File: src/ex_macros.svh
`ifndef EX_MACROS_SVH
`define EX_MACROS_SVH

// datapath widths
`define EX_XLEN  64
`define EX_WLEN  32  // W forms work on the low word
`define EX_RAW   5
`define EX_MASKW 8

// major opcodes
`define OPC_OP_IMM   7'b0010011
`define OPC_OP_IMM_W 7'b0011011
`define OPC_OP       7'b0110011
`define OPC_OP_W     7'b0111011
`define OPC_BRANCH   7'b1100011
`define OPC_LOAD     7'b0000011
`define OPC_STORE    7'b0100011
`define OPC_JAL      7'b1101111
`define OPC_JALR     7'b1100111
`define OPC_LUI      7'b0110111
`define OPC_AUIPC    7'b0010111

// arithmetic funct3
`define F3_ADD  3'b000
`define F3_SLL  3'b001
`define F3_SLT  3'b010
`define F3_SLTU 3'b011
`define F3_XOR  3'b100
`define F3_SR   3'b101  // srl and sra share it
`define F3_OR   3'b110
`define F3_AND  3'b111

// branch funct3
`define F3_BEQ  3'b000
`define F3_BNE  3'b001
`define F3_BLT  3'b100
`define F3_BGE  3'b101
`define F3_BLTU 3'b110
`define F3_BGEU 3'b111

// access size funct3, loads use the same low two bits
`define F3_SB 3'b000
`define F3_SH 3'b001
`define F3_SW 3'b010
`define F3_SD 3'b011

// right aligned byte masks
`define MASK_B 8'h01
`define MASK_H 8'h03
`define MASK_W 8'h0f
`define MASK_D 8'hff

`endif
File: src/ex_pkg.sv
`default_nettype none

`include "ex_macros.svh"

package ex_pkg;

    // register format view
    typedef struct packed {
        logic [6:0]          funct7;
        logic [`EX_RAW-1:0]  rs2;
        logic [`EX_RAW-1:0]  rs1;
        logic [2:0]          funct3;
        logic [`EX_RAW-1:0]  rd;
        logic [6:0]          opcode;
    } inst_r_t;

    // immediate format view, shamt sits in imm12[5:0]
    typedef struct packed {
        logic [11:0]         imm12;
        logic [`EX_RAW-1:0]  rs1;
        logic [2:0]          funct3;
        logic [`EX_RAW-1:0]  rd;
        logic [6:0]          opcode;
    } inst_i_t;

    typedef union packed {
        inst_r_t r_view;
        inst_i_t i_view;
    } inst_u;

    typedef enum logic [3:0] {
        ADD, SUB, SLT, SLTU, XOR, OR, AND, SLL, SRL, SRA, PASS_B
    } alu_op_e;

    // operands come already selected by the decode stage
    typedef struct packed {
        inst_u               inst;
        logic [`EX_XLEN-1:0] pc;
        logic [`EX_XLEN-1:0] op1;
        logic [`EX_XLEN-1:0] op2;
        logic [`EX_RAW-1:0]  rd;
        logic                reg_wen;
        logic [`EX_XLEN-1:0] base;    // address base for mem and jumps
        logic [`EX_XLEN-1:0] offset;
    } ex_req_t;

    typedef struct packed {
        alu_op_e alu_op;
        logic    is_word;
        logic    is_alu;     // also lui and auipc
        logic    is_branch;
        logic    is_jump;    // jal, jalr
        logic    is_load;
        logic    is_store;
    } ctrl_t;

    typedef struct packed {
        logic                wen;
        logic [`EX_RAW-1:0]  rd;
        logic [`EX_XLEN-1:0] wdata;
    } wb_t;

    typedef struct packed {
        logic                en;
        logic [`EX_XLEN-1:0] addr;
    } jump_t;

    typedef struct packed {
        logic                 ren;
        logic                 wen;
        logic [`EX_XLEN-1:0]  addr;
        logic [`EX_XLEN-1:0]  wdata;
        logic [`EX_MASKW-1:0] wmask;
    } mem_req_t;

endpackage

`default_nettype wire

File: src/ex_stage.sv
`timescale 1ns/1ps
`default_nettype none

`include "ex_macros.svh"

module ex_stage import ex_pkg::*; (
    input  logic     clk,
    input  logic     rst_n_i,
    input  logic     valid_i,
    input  ex_req_t  req_i,
    output logic     valid_o,
    output wb_t      wb_o,
    output jump_t    jump_o,
    output mem_req_t mem_o
);

    ctrl_t               ctrl;
    logic [`EX_XLEN-1:0] alu_res;
    wb_t                 wb_d;
    jump_t               jump_d;
    mem_req_t            mem_d;

    // registered enables
    logic valid_q;
    logic wb_wen_q;
    logic jump_en_q;
    logic mem_ren_q;
    logic mem_wen_q;

    // registered payload
    logic [`EX_RAW-1:0]   wb_rd_q;
    logic [`EX_XLEN-1:0]  wb_wdata_q;
    logic [`EX_XLEN-1:0]  jump_addr_q;
    logic [`EX_XLEN-1:0]  mem_addr_q;
    logic [`EX_XLEN-1:0]  mem_wdata_q;
    logic [`EX_MASKW-1:0] mem_wmask_q;

    ex_decode u_decode (
        .inst_i (req_i.inst),
        .ctrl_o (ctrl)
    );

    ex_alu u_alu (
        .op1_i     (req_i.op1),
        .op2_i     (req_i.op2),
        .alu_op_i  (ctrl.alu_op),
        .is_word_i (ctrl.is_word),
        .result_o  (alu_res)
    );

    ex_branch_unit u_branch (
        .op1_i       (req_i.op1),
        .op2_i       (req_i.op2),
        .base_i      (req_i.base),
        .offset_i    (req_i.offset),
        .funct3_i    (req_i.inst.r_view.funct3),
        .is_branch_i (ctrl.is_branch),
        .is_jump_i   (ctrl.is_jump),
        .jump_o      (jump_d)
    );

    ex_mem_req u_mem_req (
        .base_i     (req_i.base),
        .offset_i   (req_i.offset),
        .op2_i      (req_i.op2),
        .funct3_i   (req_i.inst.r_view.funct3),
        .is_load_i  (ctrl.is_load),
        .is_store_i (ctrl.is_store),
        .mem_o      (mem_d)
    );

    // only alu ops, links and loads write rd; load data arrives later
    assign wb_d.wen   = req_i.reg_wen & (ctrl.is_alu | ctrl.is_jump | ctrl.is_load);
    assign wb_d.rd    = req_i.rd;
    assign wb_d.wdata = alu_res;

    always_ff @(posedge clk or negedge rst_n_i) begin
        if (!rst_n_i) begin
            valid_q   <= 1'b0;
            wb_wen_q  <= 1'b0;
            jump_en_q <= 1'b0;
            mem_ren_q <= 1'b0;
            mem_wen_q <= 1'b0;
        end else begin
            valid_q   <= valid_i;
            wb_wen_q  <= valid_i & wb_d.wen;  // idle cycles raise nothing
            jump_en_q <= valid_i & jump_d.en;
            mem_ren_q <= valid_i & mem_d.ren;
            mem_wen_q <= valid_i & mem_d.wen;
        end
    end

    always_ff @(posedge clk) begin
        if (valid_i) begin
            wb_rd_q     <= wb_d.rd;
            wb_wdata_q  <= wb_d.wdata;
            jump_addr_q <= jump_d.addr;
            mem_addr_q  <= mem_d.addr;
            mem_wdata_q <= mem_d.wdata;
            mem_wmask_q <= mem_d.wmask;
        end
    end

    assign valid_o = valid_q;
    assign wb_o    = '{wen: wb_wen_q, rd: wb_rd_q, wdata: wb_wdata_q};
    assign jump_o  = '{en: jump_en_q, addr: jump_addr_q};
    assign mem_o   = '{ren: mem_ren_q, wen: mem_wen_q, addr: mem_addr_q,
                       wdata: mem_wdata_q, wmask: mem_wmask_q};

endmodule

`default_nettype wire

File: src/ex_mem_req.sv
`timescale 1ns/1ps
`default_nettype none

`include "ex_macros.svh"

module ex_mem_req import ex_pkg::*; (
    input  logic [`EX_XLEN-1:0] base_i,
    input  logic [`EX_XLEN-1:0] offset_i,
    input  logic [`EX_XLEN-1:0] op2_i,
    input  logic [2:0]          funct3_i,
    input  logic                is_load_i,
    input  logic                is_store_i,
    output mem_req_t            mem_o
);

    logic [`EX_XLEN-1:0] eff_addr;

    assign eff_addr = base_i + offset_i;

    always_comb begin
        mem_o = '0;
        if (is_load_i) begin
            // load width and sign are handled when the data returns
            mem_o.ren  = 1'b1;
            mem_o.addr = eff_addr;
        end else if (is_store_i) begin
            mem_o.addr = eff_addr;
            mem_o.wen  = 1'b1;
            case (funct3_i)
                `F3_SB: begin
                    mem_o.wdata = {56'b0, op2_i[7:0]};
                    mem_o.wmask = `MASK_B;
                end
                `F3_SH: begin
                    mem_o.wdata = {48'b0, op2_i[15:0]};
                    mem_o.wmask = `MASK_H;
                end
                `F3_SW: begin
                    mem_o.wdata = {32'b0, op2_i[31:0]};
                    mem_o.wmask = `MASK_W;
                end
                `F3_SD: begin
                    mem_o.wdata = op2_i;
                    mem_o.wmask = `MASK_D;
                end
                default: mem_o = '0;  // no such store size
            endcase
        end
    end

endmodule

`default_nettype wire

File: src/ex_branch_unit.sv
`timescale 1ns/1ps
`default_nettype none

`include "ex_macros.svh"

module ex_branch_unit import ex_pkg::*; (
    input  logic [`EX_XLEN-1:0] op1_i,
    input  logic [`EX_XLEN-1:0] op2_i,
    input  logic [`EX_XLEN-1:0] base_i,
    input  logic [`EX_XLEN-1:0] offset_i,
    input  logic [2:0]          funct3_i,
    input  logic                is_branch_i,
    input  logic                is_jump_i,
    output jump_t               jump_o
);

    logic [`EX_XLEN-1:0] target;
    logic                eq;
    logic                lt_s;
    logic                lt_u;
    logic                taken;

    assign target = base_i + offset_i;  // pc+imm, or rs1+imm for jalr
    assign eq     = (op1_i == op2_i);
    assign lt_s   = $signed(op1_i) < $signed(op2_i);
    assign lt_u   = op1_i < op2_i;

    always_comb begin
        taken = 1'b0;
        if (is_jump_i) begin
            taken = 1'b1;
        end else if (is_branch_i) begin
            case (funct3_i)
                `F3_BEQ:  taken = eq;
                `F3_BNE:  taken = ~eq;
                `F3_BLT:  taken = lt_s;
                `F3_BGE:  taken = ~lt_s;
                `F3_BLTU: taken = lt_u;
                `F3_BGEU: taken = ~lt_u;
                default:  taken = 1'b0;  // 010/011 are not branches
            endcase
        end
    end

    assign jump_o.en   = taken;
    assign jump_o.addr = (is_branch_i | is_jump_i) ? target : '0;

endmodule

`default_nettype wire

File: src/ex_alu.sv
`timescale 1ns/1ps
`default_nettype none

`include "ex_macros.svh"

module ex_alu import ex_pkg::*; (
    input  logic [`EX_XLEN-1:0] op1_i,
    input  logic [`EX_XLEN-1:0] op2_i,
    input  alu_op_e             alu_op_i,
    input  logic                is_word_i,
    output logic [`EX_XLEN-1:0] result_o
);

    logic                sign_fill;  // sraw needs the word sign above bit 31
    logic [`EX_XLEN-1:0] opa;
    logic [5:0]          shamt;
    logic [`EX_XLEN-1:0] res;

    always_comb begin
        sign_fill = is_word_i & (alu_op_i == SRA) & op1_i[`EX_WLEN-1];
        opa = is_word_i ? {{(`EX_XLEN-`EX_WLEN){sign_fill}}, op1_i[`EX_WLEN-1:0]} : op1_i;
        shamt = is_word_i ? {1'b0, op2_i[4:0]} : op2_i[5:0];

        case (alu_op_i)
            ADD:    res = opa + op2_i;
            SUB:    res = opa - op2_i;
            SLT:    res = {{(`EX_XLEN-1){1'b0}}, $signed(opa) < $signed(op2_i)};
            SLTU:   res = {{(`EX_XLEN-1){1'b0}}, opa < op2_i};
            XOR:    res = opa ^ op2_i;
            OR:     res = opa | op2_i;
            AND:    res = opa & op2_i;
            SLL:    res = opa << shamt;
            SRL:    res = opa >> shamt;  // upper word is zero for srlw
            SRA:    res = $signed(opa) >>> shamt;
            PASS_B: res = op2_i;
            default: res = '0;
        endcase

        // low word is right for every op above, widen it back
        if (is_word_i) begin
            result_o = {{(`EX_XLEN-`EX_WLEN){res[`EX_WLEN-1]}}, res[`EX_WLEN-1:0]};
        end else begin
            result_o = res;
        end
    end

endmodule

`default_nettype wire

File: src/ex_decode.sv
`timescale 1ns/1ps
`default_nettype none

`include "ex_macros.svh"

module ex_decode import ex_pkg::*; (
    input  inst_u inst_i,
    output ctrl_t ctrl_o
);

    // funct3 to alu op; sub_bit only matters for add, sra_bit for shifts right
    function automatic alu_op_e map_op(input logic [2:0] f3, input logic sub_bit,
                                       input logic sra_bit);
        alu_op_e op;
        case (f3)
            `F3_ADD:  op = sub_bit ? SUB : ADD;
            `F3_SLL:  op = SLL;
            `F3_SLT:  op = SLT;
            `F3_SLTU: op = SLTU;
            `F3_XOR:  op = XOR;
            `F3_SR:   op = sra_bit ? SRA : SRL;
            `F3_OR:   op = OR;
            default:  op = AND;
        endcase
        return op;
    endfunction

    logic [2:0] funct3;
    logic       r_alt;   // funct7[5] of register ops
    logic       i_alt;   // shift type bit, just above the shamt

    assign funct3 = inst_i.r_view.funct3;
    assign r_alt  = inst_i.r_view.funct7[5];
    assign i_alt  = inst_i.i_view.imm12[10];

    always_comb begin
        ctrl_o        = '0;
        ctrl_o.alu_op = ADD;
        case (inst_i.r_view.opcode)
            `OPC_OP: begin
                ctrl_o.is_alu = 1'b1;
                ctrl_o.alu_op = map_op(funct3, r_alt, r_alt);
            end
            `OPC_OP_W: begin
                ctrl_o.is_alu  = 1'b1;
                ctrl_o.is_word = 1'b1;
                ctrl_o.alu_op  = map_op(funct3, r_alt, r_alt);
            end
            `OPC_OP_IMM: begin
                ctrl_o.is_alu = 1'b1;
                ctrl_o.alu_op = map_op(funct3, 1'b0, i_alt); // no subi
            end
            `OPC_OP_IMM_W: begin
                ctrl_o.is_alu  = 1'b1;
                ctrl_o.is_word = 1'b1;
                ctrl_o.alu_op  = map_op(funct3, 1'b0, i_alt);
            end
            `OPC_LUI: begin
                ctrl_o.is_alu = 1'b1;
                ctrl_o.alu_op = PASS_B;  // imm already shifted in op2
            end
            `OPC_AUIPC: ctrl_o.is_alu = 1'b1;  // pc + imm
            `OPC_JAL,
            `OPC_JALR:   ctrl_o.is_jump = 1'b1;  // link pc+4 through the adder
            `OPC_BRANCH: ctrl_o.is_branch = 1'b1;
            `OPC_LOAD:   ctrl_o.is_load = 1'b1;
            `OPC_STORE:  ctrl_o.is_store = 1'b1;
            default: ;  // unknown opcode, nothing raised
        endcase
    end

endmodule

`default_nettype wire

File: config.mk
export PLATFORM = sky130hd
export DESIGN_NAME = ex_stage
export DESIGN_NICKNAME = d
export VERILOG_FILES = /design/src/ex_pkg.sv /design/src/ex_stage.sv /design/src/ex_mem_req.sv /design/src/ex_branch_unit.sv /design/src/ex_alu.sv /design/src/ex_decode.sv
export VERILOG_INCLUDE_DIRS = /design/src
export SDC_FILE = /design/constraint.sdc
export NUM_CORES = 2
export LEC_CHECK = 0
export BUFFER_PORTS_ARGS = -buffer_cell sky130_fd_sc_hd__buf_2
export CORE_ASPECT_RATIO = 0.75
export CORE_UTILIZATION = 50
export DETAILED_ROUTE_END_ITERATION = 7
export PLACE_DENSITY = 0.77
export SLEW_MARGIN = 10
export SYNTH_ARGS = -nofsm -noshare
export SYNTH_HDL_FRONTEND = slang
export SYNTH_SLANG_ARGS = --single-unit
export TNS_END_PERCENT = 100
File: constraint.sdc
create_clock -name clk -period 0.8 [get_ports clk]
set_clock_uncertainty 0.15 [all_clocks]
set_input_delay 0.08 -clock clk [delete_from_list [all_inputs] [get_ports clk]]
set_output_delay 0.08 -clock clk [all_outputs]
set_load 0.02 [all_outputs]
==> impl_metrics.toml, run 1 <==
[outcome]
status = "aborted with a tool error"
flow.stopped_at = "5_1_grt"
error_line = "[ERROR GRT-0232] Routing congestion too high. Check the congestion heatmap in the GUI."

[yosys]
yosys_register_bits = 270
yosys-top-cells-area = "edfxtp_1, ha_1, a21oi_1, nor2_1, o21ai_0"
syn_nets = 5203
synth_top_area_share = 0.2265
syn-cell-area_um2 = 35130
yosys_warnings = 0
synth_top_family_by_area = "compound AO/OA/AOI/OAI gates"
synthMuxAreaShare = 0.09705
synth_top_cell_by_area = "edfxtp_1"
synthAdderAreaFrac = 0.1046
synth.distinct_cells = 98
avgSynthCellArea_um2 = 7.721
synth_edf_count = 265
syn_inst = 4550
async_reset_ff_frac = 0.01852
yosys_most_used_dff = "edfxtp_1"
ys_seq_area_frac = 0.2301
synth_xor_xnor_area_share = 0.02194
synth_compound_area_frac = 0.2860
synth-simple-area-share = 0.1948

[global_route]
grt_max_degree = 142
grt_overflow_total = 188
gr-usage-all-layers = 0.8121

[floorplan]
die_y_um = 231.6
pin_count = 635
start_util = 0.5095
row_count = 83
die_w_um = 308.1

[clocking]
cts_buffer_depth = 3
cts_root_buf = "clkbuf_16"
cts.sinks = 270
h-tree-depth = 1
cts_buffers = 31

[place]
port_buffers = 549
post_dp_cell_area_um2 = 52400
gp_congestion = 1.254
hpwl_um = 182200
stage by stage:
stage / util / TNS [ns] / cells / setup slack (ns)
3_5_place_dp: 0.7599 / -612.00 / 7440 / -3.541
2_1_floorplan: - / -413.84 / 4550 / -3.290
3_3_place_gp: 0.7599 / -590.88 / 7440 / -3.591
4_1_cts: 0.8468 / -497.26 / 7663 / -2.314
cells by family after synthesis:
kind of cell               count (synthesis)
buffers and inverters                    563
xor gates and xnor gates                  88
adders and majority gates                292
and+or+nand+nor                         1497
AOI/OAI and AO/OA                       1586
muxes                                    254
DFF                                      270
synthesized netlist by cell type (all sizes together) (15+ instances only):
cell	count
xnor2	56
nor2	537
inv	212
edfxtp	265
o2111ai	20
a21o	95
xor2	32
nor3	98
nor4	46
mux2	43
o21ai	403
a21boi	16
o22ai	36
nand3	76
o311ai	15
a221oi	59
nand4	47
ha	289
and2	59
and3	42
nand2b	39
o211ai	68
o21a	22
nand2	435
clkbuf	218
a2111oi	16
a31oi	72
mux4	65
o31ai	37
or2	17
o21bai	45
o221ai	40
a21oi	464
nor2b	39
a221o	22
a211oi	48
mux2i	146
buf	128
timing repair:
item,4_1_cts
pin swaps,220
hold buffers,46
cloned,16
resized for setup,715
endpoints found under the setup margin,536
setup buffers,117
endpoints found under the hold margin,413
metal layers:
layer  global-route usage  GRT overflow
met1               0.8342            22
met2               0.9363            69
met3               0.7090            26
met4               0.7262            69
met5               0.4925             2
==> run 2: changes to the inputs <==
--- a/config.mk
+++ b/config.mk
@@ -7,10 +7,9 @@
 export NUM_CORES = 2
 export LEC_CHECK = 0
 export BUFFER_PORTS_ARGS = -buffer_cell sky130_fd_sc_hd__buf_2
-export CORE_ASPECT_RATIO = 0.75
-export CORE_UTILIZATION = 50
+export CORE_UTILIZATION = 35
 export DETAILED_ROUTE_END_ITERATION = 7
-export PLACE_DENSITY = 0.77
+export PLACE_DENSITY_LB_ADDON = 0.15
 export SLEW_MARGIN = 10
 export SYNTH_ARGS = -nofsm -noshare
 export SYNTH_HDL_FRONTEND = slang
==> constraint.sdc (replaced) <==
create_clock -name clk -period 1.04 [get_ports clk]
set_clock_uncertainty 0.15 [all_clocks]
set_input_delay 0.104 -clock clk [delete_from_list [all_inputs] [get_ports clk]]
set_output_delay 0.104 -clock clk [all_outputs]
set_load 0.02 [all_outputs]
==> run 2 against run 1 <==
  * The flow now finishes, with violations (negative hold slack, negative setup slack)
  * Synthesized area is the same
  * Synthesized cell count is the same
==> impl_metrics.toml, run 2 <==
[yosys]
syn_inst = 4550
synth_edf_count = 265
yosysMostFrequentCell = "nor2_1"
avgSynthCellArea_um2 = 7.721
yosys_register_bits = 270
syn_nets = 5203
synth_top_area_share = 0.2265
synth_top_cell_by_area = "edfxtp_1"
async_reset_ff_frac = 0.01852
ys_seq_area_frac = 0.2301
syn-cell-area_um2 = 35130
synth.distinct_cells = 98
yosys_most_used_dff = "edfxtp_1"
yosys_warnings = 0
synth_common_cells = "nor2_1, a21oi_1, nand2_1, o21ai_0, ha_1"
yosys-top-cells-area = "edfxtp_1, ha_1, a21oi_1, nor2_1, o21ai_0"

[critical_path]
cp_slowest_cell = "and3b_2"
crit_type = "in -> reg"
start_kind = "input port"
cp_max_fo = 9
path_cells = "buf_12 > and3b_2 > nand2_8 > nand2_4 > nand2_4 > ha_4 > buf_6 > inv_6 > o21bai_1 > a21oi_2 > o21ai_1 > a21o_1 > a221o_1 > a21o_1 > a21o_1 > a311oi_2 > buf_4 > mux2i_1 > a31oi_1"
critPathTopFamily = "compound AO/OA/AOI/OAI gates"
crit_required_ns = 1.19
cp_num_buf_inv = 4
slowest_delay_ns = 0.37
endpoint_kind = "register"
crit_arrival_ns = 3.46
crit_top_cell = "a21o_1"

[global_route]
grt_pass1_vias = 46680
gr-usage-all-layers = 0.4406
grt_pass1_wl_um = 327100
antenna_found_initial = 20
grt_overflow_total = 0
grt_max_degree = 125

[drt]
detail-route-antenna-nets = 0
first_pass_iters = 6
post_drt_wl_per_cell_um = 28.93
wl_um = 234800
dr_total_vias = 48500
drcViolationCount = 0
avgViaCountPerCell = 5.975
first_iter_violations = 5727

[timing]
fin_ws_ns = -2.266
fin_crit_sh = 3.179
tns_ns = -376.63
fin_crit_ns = 3.306
finalHoldViolCount = 124
fin_hold_ws_ns = -0.2350
tightest_slew_ns = 0.9936
fmax_mhz = 302.4
final-setup-viol-count = 538
drv_slew = 0
relSlewSlack = 0.3376
rsz0062_at_grt = "true"

[place]
place_ws_ns = -3.314
port_buffers = 549
hpwl_um = 191000
gp_congestion = 1.126

[floorplan]
pin_count = 635
row_count = 115
start_util = 0.3554
die_area_um2 = 101600
die_w_um = 318.8
fp.coreArea_um2 = 98850
die_y_um = 318.8

[power_and_ir_drop]
power_mw = 58.61
power_density_nw_per_um2 = 965.9
ir_drop_uv = 911.5
leakage_nw = 27.42

[clocking]
path_clk_slew_ns = 0.06
cts.sinks = 270
h-tree-depth = 2
cts_buffer_depth = 3
cts_root_buf = "clkbuf_16"
cts_buffers = 34
cts_tree = "done"

[outcome]
status = "finished with violations"
violations = "negative hold slack, negative setup slack"

[cells_and_area]
fillCellCount = 8925
drive_gt1_frac = 0.4963
fin_nets = 7443
postLayoutCoreUtil = 0.6138
final_common_cell = "buf_4"
final_cell_mix = "buf_4, buf_2, nor2_1, nand2_1, a21oi_1"
area_growth_pct = 72.72

[run]
cap_violations = 0

[min_path]
hold_path.class = "in -> reg"
## run 2: cell counts after synthesis
Identical to the previous run, type by type.
## run 2: final cells by class
class / count / area (um2) / area share
antenna: 17 / 42.54 / 0.0007011
clock buffer: 39 / 879.6 / 0.01450
clock inverter: 20 / 206.4 / 0.003402
inverter: 217 / 902.1 / 0.01487
multi-input combinational: 3718 / 29460 / 0.4856
sequential: 270 / 8083 / 0.1332
tap: 1287 / 1610 / 0.02654
timing repair buffer: 2549 / 19490 / 0.3212
## run 2: path summary, 6_finish.rpt
path,slack [ns],cells after the start,end,from
max,-2.27,19,wb_wdata_q[62],req_i[328]
min,-0.23,1,mem_addr_q[46],valid_i
max in group asynchronous,0.23,3,mem_ren_q,rst_n_i
min in group asynchronous,0.31,3,jump_en_q,rst_n_i
## run 2: logic make-up (layout without fill, tap and decap cells)
| kind of cell | Yosys count | count (layout) | synth area share |
|---|---|---|---|
| AOI/OAI and AO/OA | 1586 | 1586 | 0.2860 |
| and+or+nand+nor | 1497 | 1498 | 0.1948 |
| buffers and inverters | 563 | 2825 | 0.06550 |
| adders and majority gates | 292 | 292 | 0.1046 |
| DFF | 270 | 270 | 0.2301 |
| muxes | 254 | 254 | 0.09705 |
| xor gates and xnor gates | 88 | 88 | 0.02194 |
| other | 0 | 17 | 0 |
## run 2: what timing repair did
action	CTS	global route
buffers inserted	91	71
cloned	9	3
setup endpoints to repair	538	542
hold endpoints to repair	304	110
hold buffers	69	1
pin swaps	187	117
gates resized for setup	691	345
## run 2: per-stage QoR
step / area [um2] / cells
2_1_floorplan: 36460 / 4550
3_3_place_gp: 52720 / 7807
3_5_place_dp: 52720 / 7807
4_1_cts: 58420 / 8032
5_1_grt: 60660 / 8109
6_report: 60680 / 8117
## run 2: routing by layer
metal  up-vias  global-route usage  share of wire
met5         -                   0        0.00047
met2      2805              0.6683           0.43
li1      21450                   -              -
met3       612              0.1329           0.12
met4        16              0.2014          0.056
met1     23620              0.5715           0.40
## run 2: report_power, final
part           switching (mW)  internal, mW
Clock                    5.23          6.88
Sequential              0.329          12.9
Combinational            18.4          14.8
Note: power is estimated with default switching activity, not from simulation.
